### src/cpu_pkg.sv
package cpu_pkg;

	// **************************************************
	// core types
	// **************************************************

	typedef logic [31:0] word_t;     // data or address word
	typedef logic [4:0]  reg_addr_t; // register number
	typedef logic [4:0]  exc_code_t; // cause.exccode

	localparam word_t ZERO_WORD = 32'h0000_0000;

	// general exception vector with bev set
	localparam word_t EXC_VECTOR = 32'hbfc0_0380;

	// **************************************************
	// exception codes
	// **************************************************

	localparam exc_code_t EXC_INT  = 5'h00;
	localparam exc_code_t EXC_MOD  = 5'h01;
	localparam exc_code_t EXC_TLBL = 5'h02; // tlb miss on load or fetch
	localparam exc_code_t EXC_TLBS = 5'h03; // tlb miss on store
	localparam exc_code_t EXC_ADEL = 5'h04;
	localparam exc_code_t EXC_ADES = 5'h05;
	localparam exc_code_t EXC_SYS  = 5'h08;
	localparam exc_code_t EXC_BP   = 5'h09;
	localparam exc_code_t EXC_RI   = 5'h0a;
	localparam exc_code_t EXC_OV   = 5'h0c;

endpackage

### src/cp0_pkg.sv
package cp0_pkg;

	typedef logic [7:0]  asid_t;
	typedef logic [18:0] vpn2_t; // virtual page pair number
	typedef logic [19:0] pfn_t;
	typedef logic [2:0]  tlb_index_t;

	localparam int TLB_ENTRIES = 8;

	// **************************************************
	// register addresses
	// **************************************************

	localparam cpu_pkg::reg_addr_t CP0_INDEX     = 5'd0;
	localparam cpu_pkg::reg_addr_t CP0_RANDOM    = 5'd1;
	localparam cpu_pkg::reg_addr_t CP0_ENTRY_LO0 = 5'd2;
	localparam cpu_pkg::reg_addr_t CP0_ENTRY_LO1 = 5'd3;
	localparam cpu_pkg::reg_addr_t CP0_CONTEXT   = 5'd4;
	localparam cpu_pkg::reg_addr_t CP0_PAGE_MASK = 5'd5;
	localparam cpu_pkg::reg_addr_t CP0_WIRED     = 5'd6;
	localparam cpu_pkg::reg_addr_t CP0_BAD_VADDR = 5'd8;
	localparam cpu_pkg::reg_addr_t CP0_COUNT     = 5'd9;
	localparam cpu_pkg::reg_addr_t CP0_ENTRY_HI  = 5'd10;
	localparam cpu_pkg::reg_addr_t CP0_COMPARE   = 5'd11;
	localparam cpu_pkg::reg_addr_t CP0_STATUS    = 5'd12;
	localparam cpu_pkg::reg_addr_t CP0_CAUSE     = 5'd13;
	localparam cpu_pkg::reg_addr_t CP0_EPC       = 5'd14;
	localparam cpu_pkg::reg_addr_t CP0_PRID      = 5'd15;
	localparam cpu_pkg::reg_addr_t CP0_CONFIG    = 5'd16;
	localparam cpu_pkg::reg_addr_t CP0_ERROR_EPC = 5'd30;

	localparam cpu_pkg::word_t STATUS_RESET = 32'h1040_0000; // cu0 and bev

	typedef struct packed {
		logic [15:0] hi;       // cu, bev and friends
		logic [7:0]  im;
		logic [2:0]  rsv_7_5;
		logic        um;
		logic        rsv_3;
		logic        erl;
		logic        exl;
		logic        ie;
	} cp0_status_t;

	typedef struct packed {
		logic                bd;
		logic                ti;
		logic [1:0]          ce;
		logic [11:0]         rsv_27_16;
		logic [7:0]          ip;
		logic                rsv_7;
		cpu_pkg::exc_code_t  exc_code;
		logic [1:0]          rsv_1_0;
	} cp0_cause_t;

	// register 0 sits in the low word, so regs[addr*32 +: 32] picks one
	typedef struct packed {
		cpu_pkg::word_t        rsv_31;
		cpu_pkg::word_t        error_epc;
		cpu_pkg::word_t [12:0] rsv_29_17;
		cpu_pkg::word_t        config0;
		cpu_pkg::word_t        prid;
		cpu_pkg::word_t        epc;
		cp0_cause_t            cause;
		cp0_status_t           status;
		cpu_pkg::word_t        compare;
		cpu_pkg::word_t        entry_hi;
		cpu_pkg::word_t        count;
		cpu_pkg::word_t        bad_vaddr;
		cpu_pkg::word_t        rsv_7;
		cpu_pkg::word_t        wired;
		cpu_pkg::word_t        page_mask;
		cpu_pkg::word_t        context_reg;
		cpu_pkg::word_t        entry_lo1;
		cpu_pkg::word_t        entry_lo0;
		cpu_pkg::word_t        random;
		cpu_pkg::word_t        index;
	} cp0_regs_t;

	typedef struct packed {
		vpn2_t      vpn2;
		asid_t      asid;
		logic       g;
		pfn_t       pfn0;
		logic [2:0] c0;
		logic       d0;
		logic       v0;
		pfn_t       pfn1;
		logic [2:0] c1;
		logic       d1;
		logic       v1;
	} tlb_entry_t;

	typedef struct packed {
		logic               we;
		cpu_pkg::reg_addr_t waddr;
		logic [2:0]         sel;
		cpu_pkg::word_t     wdata;
	} cp0_wr_req_t;

	typedef struct packed {
		logic               flush;
		logic               eret;
		logic               delayslot;
		cpu_pkg::exc_code_t code;
		cpu_pkg::word_t     cur_pc;
		cpu_pkg::word_t     extra;   // bad address for address and tlb errors
	} except_req_t;

endpackage

### src/cp0_write_mask.sv
`timescale 1ns/1ns

module cp0_write_mask (
	input  logic [2:0]         sel,
	input  cpu_pkg::reg_addr_t addr,
	output cpu_pkg::word_t     mask
);

	always_comb
	begin
		if (sel != 3'd0)
			mask = cpu_pkg::ZERO_WORD;
		else
		begin
			case (addr)
				cp0_pkg::CP0_INDEX:     mask = 32'h0000_0007; // p is set by tlbp only
				cp0_pkg::CP0_ENTRY_LO0: mask = 32'h03ff_ffff;
				cp0_pkg::CP0_ENTRY_LO1: mask = 32'h03ff_ffff;
				cp0_pkg::CP0_CONTEXT:   mask = 32'hff80_0000; // ptebase
				cp0_pkg::CP0_PAGE_MASK: mask = 32'h01ff_e000;
				cp0_pkg::CP0_WIRED:     mask = 32'h0000_0007;
				cp0_pkg::CP0_ENTRY_HI:  mask = 32'hffff_e0ff; // vpn2 and asid
				cp0_pkg::CP0_COMPARE:   mask = 32'hffff_ffff;
				cp0_pkg::CP0_STATUS:    mask = 32'h1040_ff17;
				cp0_pkg::CP0_CAUSE:     mask = 32'h0000_0300; // software ip bits
				cp0_pkg::CP0_EPC:       mask = 32'hffff_ffff;

				// read only
				cp0_pkg::CP0_RANDOM,
				cp0_pkg::CP0_BAD_VADDR,
				cp0_pkg::CP0_COUNT,
				cp0_pkg::CP0_PRID,
				cp0_pkg::CP0_CONFIG,
				cp0_pkg::CP0_ERROR_EPC: mask = cpu_pkg::ZERO_WORD;
				default:                mask = cpu_pkg::ZERO_WORD;
			endcase
		end
	end

endmodule

### config.mk
export PLATFORM = sky130hd
export DESIGN_NAME = cp0_write_mask
export DESIGN_NICKNAME = d
export VERILOG_FILES = /design/src/cpu_pkg.sv /design/src/cp0_pkg.sv /design/src/cp0_write_mask.sv
export SDC_FILE = /design/constraint.sdc
export NUM_CORES = 1
export LEC_CHECK = 0
export ABC_AREA = 1
export BUFFER_PORTS_ARGS = -buffer_cell sky130_fd_sc_hd__buf_2
export CELL_PAD_IN_SITES_DETAIL_PLACEMENT = 1
export CELL_PAD_IN_SITES_GLOBAL_PLACEMENT = 1
export CORE_MARGIN = 1
export CORE_UTILIZATION = 25
export DETAILED_ROUTE_END_ITERATION = 8
export PLACE_DENSITY_LB_ADDON = 0.25
export SETUP_SLACK_MARGIN = 0.02
export SYNTH_ARGS = -nofsm -noshare
export SYNTH_HDL_FRONTEND = slang
export SYNTH_SLANG_ARGS = --single-unit
### constraint.sdc
create_clock -name vclk -period 3.1
set_clock_uncertainty 0.1 [all_clocks]
set_input_delay 0.31 -clock vclk [all_inputs]
set_output_delay 0.31 -clock vclk [all_outputs]
set_load 0.02 [all_outputs]
==> qor.csv <==
stage;metric;value;unit
logic_synthesis;Syn Inst Count;73;
floorplan;die extent in y;42.7;um
layout;synth-to-layout area growth;15.1;%
layout;FF/Latch Area;0;um^2
timing;final hold violations;0;
floorplan;row count;14;
placement;DP Worst Slack;1.40;ns
timing;slew margin rel.;82.2;%
grt;largest net degree at the start of global routing;8;
layout;n_diodes;0;
drt;DR iter-0 viols;5;
timing;RSZ-0062 raised after global routing;false;
worst_setup_path;required time at the worst-slack endpoint;2.69;ns
timing;f_max;602;MHz
pwr;Clock power frac;0;%
layout;nets;103;
pwr;register share of total power;0;%
grt;total track usage;9.87;%
drt;drt pass-1 iters;2;
logic_synthesis;top cells by count, synth;buf_4, nor2_1, inv_1;
worst_setup_path;WS Path Type;in2out;
grt;grt ovf;0;
timing;Hold Slack;0.901;ns
drt;Vias;449;
pwr;VDD IR-drop max;0.0338;mV
timing;setup slack after layout;1.44;ns
layout;flip-flop and latch count;0;
timing;Final period util;53.6;%
logic_synthesis;top-count cell post-synth;buf_4;
layout;clock buffers;0;
worst_setup_path;CP Capture Type;output port;
floorplan;Die Width;42.7;um
clock_network;# resized after CTS;0;
drt;DR vias/cell;4.16;
grt;initial antenna violation count;0;
timing;Tmin final;1.66;ns
timing;worst slew pin tran;0.266;ns
floorplan;core area;0.00152;mm^2
worst_setup_path;Arr. time, crit path;1.25;ns
timing;final-report setup violation count;0;
pwr;Leak;0.369;nW
pwr;Logic pwr share;100.0;%
pwr;Switch Pwr;34.0;uW
drt;Routed wire per std cell;8.44;um
worst_setup_path;CP Capture Point;mask[20];
layout;share of post-route cells with drive strength above 1;59.8;%
outcome;outcome;complete, no violations;
grt;vias in the first global route;391;
logic_synthesis;top post-synthesis cells by area;buf_4, nor2_1, nand2_2, inv_1, nand2_1;
clock_network;cts hold-fix bufs;0;
pwr;Pint;16.9;uW
logic_synthesis;Synth Cell Area;414;um^2
worst_setup_path;Critical Path Start;sel[0];
clock_network;post-CTS setup buffers;0;
grt;first-pass GRT wire length;1.52;mm
logic_synthesis;syn_area_per_cell;5.67;um^2
logic_synthesis;cell taking the most area after synthesis;buf_4;
logic_synthesis;syn nets;82;
logic_synthesis;Seq/Total Area, Yosys;0;%
pwr;pwr dens;107;mW/mm^2
floorplan;Starting Density;27.2;%
logic_synthesis;Cell variety after synth;14;
placement;Port Buf Inserts;40;
floorplan;IO Pins;40;
timing;final setup TNS;0;ns
drt;WL final;912;um
pwr;Switching Fraction;66.8;%
timing;Max Slew Vio Count;0;
floorplan;die area;0.00182;mm^2
drt;DRC violations left;0;
logic_synthesis;Yosys warnings;0;
drt;final antenna-violating net count;0;
placement;Placer Congestion;0.698;
placement;DP Wirelength;853;um
min_path;Hold/Removal Path Class;in2out;
flow_run;max cap viols;0;
worst_setup_path;CP max FO;6;
worst_setup_path;Critical Path Start Type;input port;
logic_synthesis;post-synth top area share;38.1;%
[power groups by stage]
stage          registers, mW  clock network (mW)  logic [mW]
2_1_floorplan              0                   0      0.0384
6_report                   0                   0      0.0509
5_1_grt                    0                   0      0.0570
3_3_place_gp               0                   0      0.0514
4_1_cts                    0                   0      0.0518
3_5_place_dp               0                   0      0.0518
[cells by family (layout without fill, tap and decap cells)]
kind of cell	after synthesis	count (layout)	synth area share, %
adder cells (fa/ha/maj)	1	1	3.02
buffers and inverters	32	51	48.0
AO/OA/AOI/OAI	3	3	3.62
AND/OR/NAND/NOR	37	37	45.3
[layer usage]
layer  vias to the layer above  share of wire [%]  routed length (um)  global-route usage, %
met1                       201                 41                 377                   11.8
met3                         0                5.9                  54                      0
met4                         0                  0                   0                      0
met2                        16                 53                 479                   20.3
li1                        232                  -                   -                      -
met5                         -                  0                   0                      0
[per-stage QoR]
| step | instances | util [%] | area [um^2] | power (mW) |
|---|---|---|---|---|
| global placement | 108 | 31.3 | 477 | 0.0514 |
| detailed placement | 108 | 31.3 | 477 | 0.0518 |
| finish | 108 | 31.3 | 477 | 0.0509 |
| floorplan | 73 | - | 414 | 0.0384 |
| global route | 108 | 31.3 | 477 | 0.0570 |
| CTS | 108 | 31.3 | 477 | 0.0518 |
[placed cells by master, fill, tap and decap left out, drive strengths merged]
master	netlist	routed
a21oi	2	2
buf	21	40
ha	1	1
inv	11	11
nand2	15	15
nand3	3	3
nor2	19	19
o21ai	1	1
[final cells by class]
type / instances / area, um^2
repair buffers: 40 / 200
multi-input cells: 41 / 215
well taps: 16 / 20.0
fillers: 223 / 1050
inverters: 11 / 41.3
[how the worst min path moves through the flow]
stage / cells after the start / start / to
after floorplan: 1 / addr[3] / mask[8]
after global placement: 5 / sel[2] / mask[9]
after detailed placement: 5 / sel[2] / mask[8]
after CTS: 5 / sel[2] / mask[8]
after global routing: 5 / sel[0] / mask[8]
final: 5 / sel[2] / mask[8]
[critical path, stage by stage]
cell and delay (ns):
buf_2 0.10, nor2_2 0.12, inv_1 0.08, nor2_4 0.12
nand2_4 0.07, nor2_1 0.23, buf_2 0.22
Power figures use the tool's default switching activity.
