==> src/cpu_pkg.sv <==
package cpu_pkg;

	// **************************************************
	// core types
	// **************************************************

	typedef logic [31:0] word_t;     // data or address word
	typedef logic [4:0]  reg_addr_t; // register number
	typedef logic [4:0]  exc_code_t; // cause.exccode

	localparam word_t ZERO_WORD = 32'h0000_0000;

	// general exception vector with bev set
	localparam word_t EXC_VECTOR = 32'hbfc0_0380;

	// **************************************************
	// exception codes
	// **************************************************

	localparam exc_code_t EXC_INT  = 5'h00;
	localparam exc_code_t EXC_MOD  = 5'h01;
	localparam exc_code_t EXC_TLBL = 5'h02; // tlb miss on load or fetch
	localparam exc_code_t EXC_TLBS = 5'h03; // tlb miss on store
	localparam exc_code_t EXC_ADEL = 5'h04;
	localparam exc_code_t EXC_ADES = 5'h05;
	localparam exc_code_t EXC_SYS  = 5'h08;
	localparam exc_code_t EXC_BP   = 5'h09;
	localparam exc_code_t EXC_RI   = 5'h0a;
	localparam exc_code_t EXC_OV   = 5'h0c;

endpackage

==> src/cp0_pkg.sv <==
package cp0_pkg;

	typedef logic [7:0]  asid_t;
	typedef logic [18:0] vpn2_t; // virtual page pair number
	typedef logic [19:0] pfn_t;
	typedef logic [2:0]  tlb_index_t;

	localparam int TLB_ENTRIES = 8;

	// **************************************************
	// register addresses
	// **************************************************

	localparam cpu_pkg::reg_addr_t CP0_INDEX     = 5'd0;
	localparam cpu_pkg::reg_addr_t CP0_RANDOM    = 5'd1;
	localparam cpu_pkg::reg_addr_t CP0_ENTRY_LO0 = 5'd2;
	localparam cpu_pkg::reg_addr_t CP0_ENTRY_LO1 = 5'd3;
	localparam cpu_pkg::reg_addr_t CP0_CONTEXT   = 5'd4;
	localparam cpu_pkg::reg_addr_t CP0_PAGE_MASK = 5'd5;
	localparam cpu_pkg::reg_addr_t CP0_WIRED     = 5'd6;
	localparam cpu_pkg::reg_addr_t CP0_BAD_VADDR = 5'd8;
	localparam cpu_pkg::reg_addr_t CP0_COUNT     = 5'd9;
	localparam cpu_pkg::reg_addr_t CP0_ENTRY_HI  = 5'd10;
	localparam cpu_pkg::reg_addr_t CP0_COMPARE   = 5'd11;
	localparam cpu_pkg::reg_addr_t CP0_STATUS    = 5'd12;
	localparam cpu_pkg::reg_addr_t CP0_CAUSE     = 5'd13;
	localparam cpu_pkg::reg_addr_t CP0_EPC       = 5'd14;
	localparam cpu_pkg::reg_addr_t CP0_PRID      = 5'd15;
	localparam cpu_pkg::reg_addr_t CP0_CONFIG    = 5'd16;
	localparam cpu_pkg::reg_addr_t CP0_ERROR_EPC = 5'd30;

	localparam cpu_pkg::word_t STATUS_RESET = 32'h1040_0000; // cu0 and bev

	typedef struct packed {
		logic [15:0] hi;       // cu, bev and friends
		logic [7:0]  im;
		logic [2:0]  rsv_7_5;
		logic        um;
		logic        rsv_3;
		logic        erl;
		logic        exl;
		logic        ie;
	} cp0_status_t;

	typedef struct packed {
		logic                bd;
		logic                ti;
		logic [1:0]          ce;
		logic [11:0]         rsv_27_16;
		logic [7:0]          ip;
		logic                rsv_7;
		cpu_pkg::exc_code_t  exc_code;
		logic [1:0]          rsv_1_0;
	} cp0_cause_t;

	// register 0 sits in the low word, so regs[addr*32 +: 32] picks one
	typedef struct packed {
		cpu_pkg::word_t        rsv_31;
		cpu_pkg::word_t        error_epc;
		cpu_pkg::word_t [12:0] rsv_29_17;
		cpu_pkg::word_t        config0;
		cpu_pkg::word_t        prid;
		cpu_pkg::word_t        epc;
		cp0_cause_t            cause;
		cp0_status_t           status;
		cpu_pkg::word_t        compare;
		cpu_pkg::word_t        entry_hi;
		cpu_pkg::word_t        count;
		cpu_pkg::word_t        bad_vaddr;
		cpu_pkg::word_t        rsv_7;
		cpu_pkg::word_t        wired;
		cpu_pkg::word_t        page_mask;
		cpu_pkg::word_t        context_reg;
		cpu_pkg::word_t        entry_lo1;
		cpu_pkg::word_t        entry_lo0;
		cpu_pkg::word_t        random;
		cpu_pkg::word_t        index;
	} cp0_regs_t;

	typedef struct packed {
		vpn2_t      vpn2;
		asid_t      asid;
		logic       g;
		pfn_t       pfn0;
		logic [2:0] c0;
		logic       d0;
		logic       v0;
		pfn_t       pfn1;
		logic [2:0] c1;
		logic       d1;
		logic       v1;
	} tlb_entry_t;

	typedef struct packed {
		logic               we;
		cpu_pkg::reg_addr_t waddr;
		logic [2:0]         sel;
		cpu_pkg::word_t     wdata;
	} cp0_wr_req_t;

	typedef struct packed {
		logic               flush;
		logic               eret;
		logic               delayslot;
		cpu_pkg::exc_code_t code;
		cpu_pkg::word_t     cur_pc;
		cpu_pkg::word_t     extra;   // bad address for address and tlb errors
	} except_req_t;

endpackage

==> src/exc_unit.sv <==
`timescale 1ns/1ns

module exc_unit (
	input  logic [6:0]           exc_flags, // {adel_if, ri, ov, sys, bp, adel, ades}
	input  logic                 tlb_miss_ld,
	input  logic                 tlb_miss_st,
	input  logic                 eret,
	input  logic                 delayslot,
	input  cpu_pkg::word_t       cur_pc,
	input  cpu_pkg::word_t       bad_addr,
	input  cp0_pkg::cp0_regs_t   regs,
	output cp0_pkg::except_req_t except_req,
	output logic                 flush,
	output cpu_pkg::word_t       exc_pc
);

	logic adel_if, ri, ov, sys, bp, adel, ades;
	logic int_pending;

	assign {adel_if, ri, ov, sys, bp, adel, ades} = exc_flags;

	assign int_pending = regs.status.ie & ~regs.status.exl & ~regs.status.erl
		& (|(regs.cause.ip & regs.status.im));

	// **************************************************
	// priority chain, interrupt first
	// **************************************************

	always_comb
	begin
		except_req.flush     = 1'b1;
		except_req.eret      = 1'b0;
		except_req.delayslot = delayslot;
		except_req.cur_pc    = cur_pc;
		except_req.extra     = bad_addr;
		except_req.code      = cpu_pkg::EXC_INT;

		if (int_pending)
			except_req.code = cpu_pkg::EXC_INT;
		else if (adel_if)
		begin
			except_req.code  = cpu_pkg::EXC_ADEL;
			except_req.extra = cur_pc; // fetch error reports the pc
		end
		else if (ri)          except_req.code = cpu_pkg::EXC_RI;
		else if (ov)          except_req.code = cpu_pkg::EXC_OV;
		else if (sys)         except_req.code = cpu_pkg::EXC_SYS;
		else if (bp)          except_req.code = cpu_pkg::EXC_BP;
		else if (adel)        except_req.code = cpu_pkg::EXC_ADEL;
		else if (ades)        except_req.code = cpu_pkg::EXC_ADES;
		else if (tlb_miss_ld) except_req.code = cpu_pkg::EXC_TLBL;
		else if (tlb_miss_st) except_req.code = cpu_pkg::EXC_TLBS;
		else if (eret)        except_req.eret = 1'b1;
		else                  except_req.flush = 1'b0;
	end

	assign flush  = except_req.flush;
	assign exc_pc = except_req.eret ? (regs.status.erl ? regs.error_epc : regs.epc)
		: cpu_pkg::EXC_VECTOR;

endmodule

==> config.mk <==
export PLATFORM = sky130hd
export DESIGN_NAME = exc_unit
export DESIGN_NICKNAME = d
export VERILOG_FILES = /design/src/cpu_pkg.sv /design/src/cp0_pkg.sv /design/src/exc_unit.sv
export SDC_FILE = /design/constraint.sdc
export NUM_CORES = 1
export LEC_CHECK = 0
export ABC_AREA = 1
export ABC_CLOCK_PERIOD_IN_PS = 1200
export BUFFER_PORTS_ARGS = -buffer_cell sky130_fd_sc_hd__buf_4
export CORE_AREA = 8 8 460 462
export DETAILED_ROUTE_END_ITERATION = 16
export DIE_AREA = 0 0 468 470
export PLACE_DENSITY_LB_ADDON = 0.1
export SYNTH_ARGS = -nofsm -noshare
export SYNTH_HDL_FRONTEND = slang
export SYNTH_SLANG_ARGS = --single-unit
==> constraint.sdc <==
create_clock -name vclk -period 1.2
set_input_delay 0.06 -clock vclk [all_inputs]
set_output_delay 0.06 -clock vclk [all_outputs]
set_load 0.05 [all_outputs]
==> metrics.md <==
| Metric | Value |
|---|---|
| Drt drc | 0 |
| Core Area | 204000 sq um |
| Flop pwr share | 0% |
| Pint | 1.05 mW |
| Outcome | complete, but fails checks |
| Clock buf count | 0 |
| Post-synth top area share | 17.2% |
| Die height | 470 um |
| RSZ-0062 raised after global routing | true |
| Mean area per synthesized cell | 5.62 sq um |
| Mapped Nets | 1431 |
| DIE WIDTH | 468 um |
| ANT nets after route | 0 |
| Initial core utilization | 0.915% |
| Violated checks | setup timing |
| First-pass DRT Iterations | 4 |
| CP Data Arrival Time | 1.35 ns |
| Combinational share of power | 100.0% |
| Hold WS | 0.120 ns |
| Power density over cell area | 293 nW/um^2 |
| Post-synthesis instance total | 332 |
| Psw | 1.42 mW |
| # fillers | 24342 |
| Routability cong. | 0.654 |
| FFs & Latches | 0 |
| First-pass GRT wire length | 31.8 mm |
| Number of max-cap violations | 0 |
| Crit Path Class | input port to output pin |
| Seq. cell area | 0 sq um |
| Via density | 0.963 |
| CTS Hold Bufs | 0 |
| Clk pwr share | 0% |
| Switching Share | 57.6% |
| Number of global-route vias before repair | 3398 |
| Final Max Tran Viols | 0 |
| Synth area leader | mux2i_1 |
| Critical Path Fanout Max | 5 |
| Peak supply drop | 0.109 mV |
| Most frequent cell after synthesis | nand2_1 |
| Initial DRC count | 53 |
| Seq/Total Area, Yosys | 0% |
| Io pins | 1204 |
| GRT Total Usage | 2.12% |
| Hold WC Path Type | input port to output pin |
| Area contributors post-synth | mux2i_1 (17%), nand2_1 (16%), buf_4 (15%), o21ai_0 (9.4%), inv_1 (7.8%) |
| Pleak | 2.65 nW |
| Area grow syn2layout | 351% |
| Design area | 8420 sq um |
| CP endpoint kind | output pin |
| Initial antenna violation count | 5 |
| Worst EP required | 1.14 ns |
| Grt ovf | 0 |
| Detailed Route WL | 25.9 mm |
| Setup TNS Final | -9.67 ns |
| Fmax achieved | 711 MHz |
| Yosys warns | 0 |
| Avg WL per Cell | 7.91 um |
| Pin count of the biggest net entering global routing | 44 |
| Layout cells sized above 1 | 70.3% |
| Worst setup SP type | input port |
| Worst Slack Setup Final | -0.207 ns |
| Port Buffers | 260 |
| Post-route clock period utilization | 117% |
| Die area | 220000 sq um |
| Synth cell count leaders | nand2_1 (81), inv_1 (39), buf_4 (37) |
| Post-Syn Area | 1870 sq um |
| Site row count | 166 |
| Min Tclk post-route | 1.41 ns |
| Distinct cell type count after synthesis | 23 |
| Vias | 3151 |
| HPWL Detailed | 22.9 mm |
| # nets final | 1683 |
| Placement Cell Area | 7310 sq um |
| Final setup fails | 71 |
| Final Hold Viols | 0 |
-- through the flow --
stage | std cells | setup slack, ns | utilization (%) | power [mW]
floorplan | 332 | -0.304 | - | 1.16
global placement | 3257 | -0.462 | 3.59 | 2.16
detailed placement | 3257 | -0.472 | 3.59 | 2.14
CTS | 3262 | -0.270 | 3.92 | 2.38
global route | 3273 | -0.269 | 4.13 | 2.61
finish | 3273 | -0.207 | 4.13 | 2.47
-- cell families after synthesis --
family | count (synthesis) | share of synthesized area [%]
AOI/OAI and AO/OA | 70 | 19.6
and+or+nand+nor | 131 | 33.6
other | 1 | 0.201
buffers and inverters | 98 | 29.4
muxes | 32 | 17.2
-- routing by layer --
metal / GRT usage [%] / share of wire, % / vias up
li1: - / - / 1547
met1: 1.38 / 23 / 1554
met2: 5.64 / 74 / 40
met3: 0.0352 / 0.82 / 10
met4: 0.387 / 2.0 / 0
met5: 0 / 0 / -
-- worst paths after layout --
| kind | from | to | slack [ns] | cells after the start |
|---|---|---|---|---|
| min | delayslot | except_req[69] | 0.12 | 0 |
| max | regs[386] | except_req[6] | -0.21 | 8 |
-- cell usage in the layout, fill, tap and decap left out, types with 6 or more instances in the layout --
| cell type | Yosys | layout |
|---|---|---|
| buf_6 | 3 | 69 |
| nand2_1 | 81 | 49 |
| o21ai_4 | 0 | 10 |
| nor2_4 | 1 | 26 |
| o21ai_2 | 4 | 23 |
| nand2_2 | 0 | 25 |
| buf_12 | 0 | 17 |
| o21ai_0 | 35 | 35 |
| mux2i_1 | 32 | 32 |
| nand4_1 | 13 | 13 |
| nand2_4 | 1 | 7 |
| buf_4 | 37 | 191 |
| buf_8 | 0 | 22 |
| clkbuf_16 | 0 | 6 |
| inv_1 | 39 | 36 |
-- area by class of cell --
class	count	area (sq um)	share of cell area [%]
well taps	2688	3360	39.9
repair buffers	308	3110	37.0
multi-input cells	234	1780	21.1
inverters	40	159	1.89
diodes	3	7.51	0.0892
-- power by group through the flow --
stage / combinational, mW / sequential, mW / clock [mW]
2_1_floorplan: 1.16 / 0 / 0
3_3_place_gp: 2.16 / 0 / 0
3_5_place_dp: 2.14 / 0 / 0
4_1_cts: 2.38 / 0 / 0
5_1_grt: 2.61 / 0 / 0.000000335
6_report: 2.47 / 0 / 0.000000336
-- worst max-delay path, cell delays in order --
cell and delay, ns:
buf_8 0.10, nor3b_4 0.27, nand2_8 0.11, buf_12 0.14
clkbuf_16 0.16, clkbuf_16 0.17, o21ai_4 0.13, buf_8 0.16
-- timing repair --
item                       4_1_cts  5_1_grt
hold endpoints to repair         0        0
setup endpoints to repair       71       71
buffers inserted                 4        3
pin swaps                       16        9
resized for setup              162       62
gates cloned                     2        6
(Power assumes the default switching activity.)
