<file path="src/cpu_pkg.sv">
package cpu_pkg;

	// **************************************************
	// core types
	// **************************************************

	typedef logic [31:0] word_t;     // data or address word
	typedef logic [4:0]  reg_addr_t; // register number
	typedef logic [4:0]  exc_code_t; // cause.exccode

	localparam word_t ZERO_WORD = 32'h0000_0000;

	// general exception vector with bev set
	localparam word_t EXC_VECTOR = 32'hbfc0_0380;

	// **************************************************
	// exception codes
	// **************************************************

	localparam exc_code_t EXC_INT  = 5'h00;
	localparam exc_code_t EXC_MOD  = 5'h01;
	localparam exc_code_t EXC_TLBL = 5'h02; // tlb miss on load or fetch
	localparam exc_code_t EXC_TLBS = 5'h03; // tlb miss on store
	localparam exc_code_t EXC_ADEL = 5'h04;
	localparam exc_code_t EXC_ADES = 5'h05;
	localparam exc_code_t EXC_SYS  = 5'h08;
	localparam exc_code_t EXC_BP   = 5'h09;
	localparam exc_code_t EXC_RI   = 5'h0a;
	localparam exc_code_t EXC_OV   = 5'h0c;

endpackage

</file>
<file path="src/cp0_pkg.sv">
package cp0_pkg;

	typedef logic [7:0]  asid_t;
	typedef logic [18:0] vpn2_t; // virtual page pair number
	typedef logic [19:0] pfn_t;
	typedef logic [2:0]  tlb_index_t;

	localparam int TLB_ENTRIES = 8;

	// **************************************************
	// register addresses
	// **************************************************

	localparam cpu_pkg::reg_addr_t CP0_INDEX     = 5'd0;
	localparam cpu_pkg::reg_addr_t CP0_RANDOM    = 5'd1;
	localparam cpu_pkg::reg_addr_t CP0_ENTRY_LO0 = 5'd2;
	localparam cpu_pkg::reg_addr_t CP0_ENTRY_LO1 = 5'd3;
	localparam cpu_pkg::reg_addr_t CP0_CONTEXT   = 5'd4;
	localparam cpu_pkg::reg_addr_t CP0_PAGE_MASK = 5'd5;
	localparam cpu_pkg::reg_addr_t CP0_WIRED     = 5'd6;
	localparam cpu_pkg::reg_addr_t CP0_BAD_VADDR = 5'd8;
	localparam cpu_pkg::reg_addr_t CP0_COUNT     = 5'd9;
	localparam cpu_pkg::reg_addr_t CP0_ENTRY_HI  = 5'd10;
	localparam cpu_pkg::reg_addr_t CP0_COMPARE   = 5'd11;
	localparam cpu_pkg::reg_addr_t CP0_STATUS    = 5'd12;
	localparam cpu_pkg::reg_addr_t CP0_CAUSE     = 5'd13;
	localparam cpu_pkg::reg_addr_t CP0_EPC       = 5'd14;
	localparam cpu_pkg::reg_addr_t CP0_PRID      = 5'd15;
	localparam cpu_pkg::reg_addr_t CP0_CONFIG    = 5'd16;
	localparam cpu_pkg::reg_addr_t CP0_ERROR_EPC = 5'd30;

	localparam cpu_pkg::word_t STATUS_RESET = 32'h1040_0000; // cu0 and bev

	typedef struct packed {
		logic [15:0] hi;       // cu, bev and friends
		logic [7:0]  im;
		logic [2:0]  rsv_7_5;
		logic        um;
		logic        rsv_3;
		logic        erl;
		logic        exl;
		logic        ie;
	} cp0_status_t;

	typedef struct packed {
		logic                bd;
		logic                ti;
		logic [1:0]          ce;
		logic [11:0]         rsv_27_16;
		logic [7:0]          ip;
		logic                rsv_7;
		cpu_pkg::exc_code_t  exc_code;
		logic [1:0]          rsv_1_0;
	} cp0_cause_t;

	// register 0 sits in the low word, so regs[addr*32 +: 32] picks one
	typedef struct packed {
		cpu_pkg::word_t        rsv_31;
		cpu_pkg::word_t        error_epc;
		cpu_pkg::word_t [12:0] rsv_29_17;
		cpu_pkg::word_t        config0;
		cpu_pkg::word_t        prid;
		cpu_pkg::word_t        epc;
		cp0_cause_t            cause;
		cp0_status_t           status;
		cpu_pkg::word_t        compare;
		cpu_pkg::word_t        entry_hi;
		cpu_pkg::word_t        count;
		cpu_pkg::word_t        bad_vaddr;
		cpu_pkg::word_t        rsv_7;
		cpu_pkg::word_t        wired;
		cpu_pkg::word_t        page_mask;
		cpu_pkg::word_t        context_reg;
		cpu_pkg::word_t        entry_lo1;
		cpu_pkg::word_t        entry_lo0;
		cpu_pkg::word_t        random;
		cpu_pkg::word_t        index;
	} cp0_regs_t;

	typedef struct packed {
		vpn2_t      vpn2;
		asid_t      asid;
		logic       g;
		pfn_t       pfn0;
		logic [2:0] c0;
		logic       d0;
		logic       v0;
		pfn_t       pfn1;
		logic [2:0] c1;
		logic       d1;
		logic       v1;
	} tlb_entry_t;

	typedef struct packed {
		logic               we;
		cpu_pkg::reg_addr_t waddr;
		logic [2:0]         sel;
		cpu_pkg::word_t     wdata;
	} cp0_wr_req_t;

	typedef struct packed {
		logic               flush;
		logic               eret;
		logic               delayslot;
		cpu_pkg::exc_code_t code;
		cpu_pkg::word_t     cur_pc;
		cpu_pkg::word_t     extra;   // bad address for address and tlb errors
	} except_req_t;

endpackage

</file>
<file path="src/cp0_tlb_if.sv">
`timescale 1ns/1ns

interface cp0_tlb_if;

	logic                   tlbr_req;
	logic                   tlbp_req;
	logic                   tlbwi_req;
	cpu_pkg::word_t         entry_hi;
	cpu_pkg::word_t         entry_lo0;
	cpu_pkg::word_t         entry_lo1;
	cpu_pkg::word_t         index;
	cp0_pkg::tlb_entry_t    tlbr_res;
	cpu_pkg::word_t         tlbp_res; // bit 31 set on a probe miss

	modport regs (
		output tlbr_req, tlbp_req, tlbwi_req,
		output entry_hi, entry_lo0, entry_lo1, index,
		input  tlbr_res, tlbp_res
	);

	modport tlb (
		input  tlbr_req, tlbp_req, tlbwi_req,
		input  entry_hi, entry_lo0, entry_lo1, index,
		output tlbr_res, tlbp_res
	);

endinterface

</file>
<file path="src/tlb.sv">
`timescale 1ns/1ns

module tlb (
	input  logic              clk,
	input  logic              rst,
	cp0_tlb_if.tlb            tlbi,
	input  cpu_pkg::word_t    lookup_vaddr,
	input  cp0_pkg::asid_t    lookup_asid,
	output logic              lookup_hit,
	output cpu_pkg::word_t    lookup_paddr
);

	cp0_pkg::tlb_entry_t entries [cp0_pkg::TLB_ENTRIES];
	cp0_pkg::tlb_index_t idx;
	cp0_pkg::tlb_index_t probe_idx;
	cp0_pkg::tlb_entry_t look_entry;
	logic                probe_hit;
	logic                look_match;

	assign idx = tlbi.index[2:0];

	always_ff @(posedge clk)
	begin
		if (rst)
		begin
			for (int i = 0; i < cp0_pkg::TLB_ENTRIES; i++)
				entries[i] <= '0; // invalid, not global
		end
		else if (tlbi.tlbwi_req)
		begin
			entries[idx].vpn2 <= tlbi.entry_hi[31:13];
			entries[idx].asid <= tlbi.entry_hi[7:0];
			entries[idx].g    <= tlbi.entry_lo0[0] & tlbi.entry_lo1[0];
			entries[idx].pfn0 <= tlbi.entry_lo0[25:6];
			entries[idx].c0   <= tlbi.entry_lo0[5:3];
			entries[idx].d0   <= tlbi.entry_lo0[2];
			entries[idx].v0   <= tlbi.entry_lo0[1];
			entries[idx].pfn1 <= tlbi.entry_lo1[25:6];
			entries[idx].c1   <= tlbi.entry_lo1[5:3];
			entries[idx].d1   <= tlbi.entry_lo1[2];
			entries[idx].v1   <= tlbi.entry_lo1[1];
		end
	end

	// **************************************************
	// probe and lookup match
	// **************************************************

	always_comb
	begin
		probe_hit  = 1'b0;
		probe_idx  = '0;
		look_match = 1'b0;
		look_entry = '0;
		for (int i = 0; i < cp0_pkg::TLB_ENTRIES; i++)
		begin
			if (entries[i].vpn2 == tlbi.entry_hi[31:13]
				&& (entries[i].g || entries[i].asid == tlbi.entry_hi[7:0]))
			begin
				probe_hit = 1'b1;
				probe_idx = cp0_pkg::tlb_index_t'(i);
			end
			if (entries[i].vpn2 == lookup_vaddr[31:13]
				&& (entries[i].g || entries[i].asid == lookup_asid))
			begin
				look_match = 1'b1;
				look_entry = entries[i];
			end
		end
	end

	// results only while the strobe is up
	assign tlbi.tlbr_res = tlbi.tlbr_req ? entries[idx] : '0;
	assign tlbi.tlbp_res = !tlbi.tlbp_req ? cpu_pkg::ZERO_WORD
		: probe_hit ? {29'b0, probe_idx} : 32'h8000_0000;

	// vaddr bit 12 picks the even or odd page
	assign lookup_hit   = look_match & (lookup_vaddr[12] ? look_entry.v1 : look_entry.v0);
	assign lookup_paddr = {lookup_vaddr[12] ? look_entry.pfn1 : look_entry.pfn0,
		lookup_vaddr[11:0]};

endmodule
</file>
<file path="src/flat_wrapper.sv">
// flat-port wrapper written by rule: the top's interface ports become plain ports
module tlb_flat 
  (clk, rst, lookup_vaddr, lookup_asid, lookup_hit, lookup_paddr, tlbi_tlbr_req, tlbi_tlbp_req, tlbi_tlbwi_req, tlbi_entry_hi, tlbi_entry_lo0, tlbi_entry_lo1, tlbi_index, tlbi_tlbr_res, tlbi_tlbp_res);
  cp0_tlb_if tlbi_i ();
  input  logic clk;
  input  logic rst;
  input  cpu_pkg::word_t lookup_vaddr;
  input  cp0_pkg::asid_t lookup_asid;
  output logic lookup_hit;
  output cpu_pkg::word_t lookup_paddr;
  input wire logic [$bits(tlbi_i.tlbr_req)-1:0] tlbi_tlbr_req;
  input wire logic [$bits(tlbi_i.tlbp_req)-1:0] tlbi_tlbp_req;
  input wire logic [$bits(tlbi_i.tlbwi_req)-1:0] tlbi_tlbwi_req;
  input wire logic [$bits(tlbi_i.entry_hi)-1:0] tlbi_entry_hi;
  input wire logic [$bits(tlbi_i.entry_lo0)-1:0] tlbi_entry_lo0;
  input wire logic [$bits(tlbi_i.entry_lo1)-1:0] tlbi_entry_lo1;
  input wire logic [$bits(tlbi_i.index)-1:0] tlbi_index;
  output wire logic [$bits(tlbi_i.tlbr_res)-1:0] tlbi_tlbr_res;
  output wire logic [$bits(tlbi_i.tlbp_res)-1:0] tlbi_tlbp_res;
  assign tlbi_i.tlbr_req = tlbi_tlbr_req;
  assign tlbi_i.tlbp_req = tlbi_tlbp_req;
  assign tlbi_i.tlbwi_req = tlbi_tlbwi_req;
  assign tlbi_i.entry_hi = tlbi_entry_hi;
  assign tlbi_i.entry_lo0 = tlbi_entry_lo0;
  assign tlbi_i.entry_lo1 = tlbi_entry_lo1;
  assign tlbi_i.index = tlbi_index;
  assign tlbi_tlbr_res = tlbi_i.tlbr_res;
  assign tlbi_tlbp_res = tlbi_i.tlbp_res;
  tlb u_core (.clk(clk), .rst(rst), .tlbi(tlbi_i), .lookup_vaddr(lookup_vaddr), .lookup_asid(lookup_asid), .lookup_hit(lookup_hit), .lookup_paddr(lookup_paddr));
endmodule
</file>
<file path="config.mk">
export PLATFORM = sky130hd
export DESIGN_NAME = tlb_flat
export DESIGN_NICKNAME = d
export VERILOG_FILES = /design/src/cpu_pkg.sv /design/src/cp0_pkg.sv /design/src/cp0_tlb_if.sv /design/src/tlb.sv /design/src/flat_wrapper.sv
export SDC_FILE = /design/constraint.sdc
export NUM_CORES = 1
export LEC_CHECK = 0
export BUFFER_PORTS_ARGS = -buffer_cell sky130_fd_sc_hd__buf_2
export CORE_AREA = 10 10 276 278
export DETAILED_ROUTE_END_ITERATION = 10
export DIE_AREA = 0 0 286 288
export MAX_ROUTING_LAYER = met4
export PLACE_DENSITY_LB_ADDON = 0.3
export RECOVER_POWER = 50
export SLEW_MARGIN = 20
export SYNTH_ARGS = -nofsm -noshare
export SYNTH_HDL_FRONTEND = slang
export SYNTH_SLANG_ARGS = --single-unit
</file>
<file path="constraint.sdc">
create_clock -name clk -period 7.6 [get_ports clk]
set_clock_uncertainty 0.1 [all_clocks]
set_input_delay 1.52 -clock clk [delete_from_list [all_inputs] [get_ports clk]]
set_output_delay 1.52 -clock clk [all_outputs]
set_load 0.03 [all_outputs]
</file>
==> flow_summary_export.csv <==
group,metric,value,unit
layout,largestRegisters,"u_core.entries x624",
run,max-cap-violations,10,
outcome,violations,"capacitance limit, slew limit",
timing,tns,0,ns
routing,firstDrtPassIters,6,
critical_path,cp_max_fo,40,
layout,syn_to_final_growth,10.7,%
layout,largest_reg_flops,624,
layout,num-fill-cells,6026,
logic_synthesis,async_flop_share,0,%
routing,ant_nets,0,
layout,regMostFlops,"u_core.entries",
logic_synthesis,syn-cell-area,0.0350,mm2
logic_synthesis,yosysSeqAreaShare,53.5,%
timing,worstMarginPinSlew,4.51,ns
timing,fmax,0.141,GHz
routing,avgRoutedWirePerCell,33.2,um
cts,cts_buffers,71,
layout,drive_above_1_share,13.0,%
floorplanning,start_util,49.4,%
cts,ctsHtreeMaxLevel,3,
logic_synthesis,avgSynthCellArea,11.3,um2
timing,min_period,7.09,ns
logic_synthesis,synth-edff-count,624,
cts,cts_tree,"built",
routing,routed_via_density,6.92,
power,total_power,8530,uW
logic_synthesis,synth_cells,3089,
logic_synthesis,yosysUniqueCellTypes,60,
cts,clkTransAtPathRegs,0.06,ns
logic_synthesis,yosys-top-cells-area,"edfxtp_1 53%, and3_1 9.8%, xor2_1 8.7%",
power,pwr_density_cell,220,mW/mm2
critical_path,critical_path_class,"input port to output pin",
layout,seqCellArea,0.0187,mm2
floorplanning,core.rowCount,98,
timing,hold_viol,0,
worst_hold_path,holdPathEnd,"u_core.entries[6][22]",
timing,slew_viol_final,686,
critical_path,critical_path_arrival,5.47,ns
layout,fin_util,54.7,%
timing,rsz0062_at_grt,"no",
power,ir_worst_vdd,0.000218,V
worst_hold_path,worstHoldStart,"tlbi_entry_lo1[23]",
global_route,grt_max_degree,281,
layout,mostFrequentLayoutCells,"624 x edfxtp_1, 549 x and3_1, 348 x xor2_1, 215 x buf_2, 159 x a22oi_1",
critical_path,worstSetupStartpointType,"input port",
cts,post_cts_resized,0,
timing,relSlewSlack,-200,%
cts,cts-root-buf,"clkbuf_16",
floorplanning,die_h,288,um
cts,cts_hold_buffers,0,
routing,drc,0,
logic_synthesis,synth_top_area_share,53.5,%
outcome,outcome,"finished, violations left",
cts,cts_setup_buffers,0,
global_route,first_global_vias,27600,
place,dpl_cell_area,0.0367,mm2
floorplanning,die_area,0.0824,mm2
worst_hold_path,hp-class,"input port to register",
cts,cts_sinks,624,
cts,cts_buffer_depth,3,
global_route,grt_use_total,33.0,%
routing,routed_wirelength,136000,um
global_route,grt.overflow.total,0,
logic_synthesis,synth_seq_cells,624,
layout,stdcell_area,0.0388,mm2
place,dp_hpwl,84700,um
floorplanning,core-area,0.0709,mm2
layout,final_common_cell,"edfxtp_1",
global_route,grt_first_pass_wirelength,196000,um
routing,first_iter_violations,3759,
floorplanning,io_pins,316,
timing,setup_viol,0,
layout,final_nets,3274,
timing,fin_crit_sh,93.3,%
global_route,antenna_found_initial,12,
floorplanning,die_w,286,um
power,p_leak,0.0153,uW
place,routabilityCongestion,0.978,
logic_synthesis,ys_warn_count,0,
logic_synthesis,yosysTopAreaCell,"edfxtp_1",
routing,num_vias,28400,
worst_hold_path,holdPathStages,2,
critical_path,end_kind,"output pin",
layout,multi_input_area,0.0147,mm2
critical_path,required,5.98,ns
place,portBuffers,217,
logic_synthesis,synth_ff_type,"edfxtp_1",
## report_power, final
group	internal (uW)	total, uW	switching [uW]
clock	1900	3300	1400
sequential	4020	4220	195
combinational	289	1010	718
total	6210	8530	2320
## synth_stat cells, types with 4 or more instances
library cell,number
nand2_1,61
a21oi_1,36
a221o_1,9
a22oi_1,159
o221ai_1,15
buf_2,48
nor3b_1,4
nand3b_1,18
or2_2,11
nor2_1,92
a22o_1,79
o2111ai_1,5
nand2b_1,4
o211ai_1,8
a222oi_1,4
a221oi_2,5
a31oi_1,97
nand4_1,30
and2_1,85
a211oi_1,7
o21ai_1,4
inv_1,7
buf_1,17
o22a_1,4
o311a_1,18
o31ai_1,12
o21ai_0,20
a311oi_1,14
clkbuf_1,278
buf_4,45
nor3_1,17
edfxtp_1,624
a311o_1,4
xnor2_1,84
and3_1,549
nand3_1,32
xor2_1,348
a221oi_1,116
nor4_1,87
## per-layer routing
metal | vias to the layer above | routed length [um] | global-route usage [%]
met4 | 0 | 7280 | 16.2
met2 | 2032 | 63300 | 51.0
met1 | 14200 | 51400 | 41.7
met5 | - | 0 | -
li1 | 11800 | - | -
met3 | 362 | 14400 | 6.07
## cells by family (layout without fill, tap and decap cells)
family | Yosys count | after routing | synth area share (%)
XOR/XNOR | 432 | 432 | 10.8
multiplexers | 2 | 2 | 0.0607
AO/OA/AOI/OAI | 625 | 625 | 13.8
other | 1 | 42 | 0.0107
buffers and inverters | 397 | 429 | 4.91
flip-flops | 624 | 624 | 53.5
AND/OR/NAND/NOR | 1008 | 1008 | 16.9
## worst max path at each step
stage / start / endpoint / slack (ns) / depth (start not counted)
after detailed placement: lookup_vaddr[31] / lookup_paddr[30] / 0.93 / 11
final: tlbi_index[1] / tlbi_tlbr_res[50] / 0.51 / 7
after global routing: tlbi_index[1] / tlbi_tlbr_res[61] / 0.42 / 6
after floorplan: lookup_asid[2] / lookup_paddr[31] / 2.06 / 11
after CTS: lookup_vaddr[31] / lookup_paddr[30] / 0.92 / 11
after global placement: lookup_vaddr[31] / lookup_paddr[19] / 0.92 / 11
## layout make-up
cell class	instances	area share, %
Antenna cell	14	0.0903
Clock buffer	97	4.94
Clock inverter	23	0.587
Inverter	8	0.0807
Multi-Input combinational cell	2095	38.0
Sequential cell	624	48.3
Tap cell	950	3.06
Timing Repair Buffer	301	4.92
## critical path, stage by stage
cell and delay [ns]:
clkbuf_1 0.17, and3b_1 1.82, clkbuf_1 1.02, a22o_1 0.25, a221oi_1 0.05, a31oi_1 0.30, buf_2 0.28
## through the flow
step           hold slack, ns  setup WS (ns)  std cells
3_3_place_gp             1.77          0.921       3978
3_5_place_dp             1.78          0.931       3978
2_1_floorplan            1.62           2.06       3116
5_1_grt                  1.17          0.420       4109
4_1_cts                  1.14          0.922       4098
6_report                 1.16          0.509       4112
(Power assumes the default switching activity.)
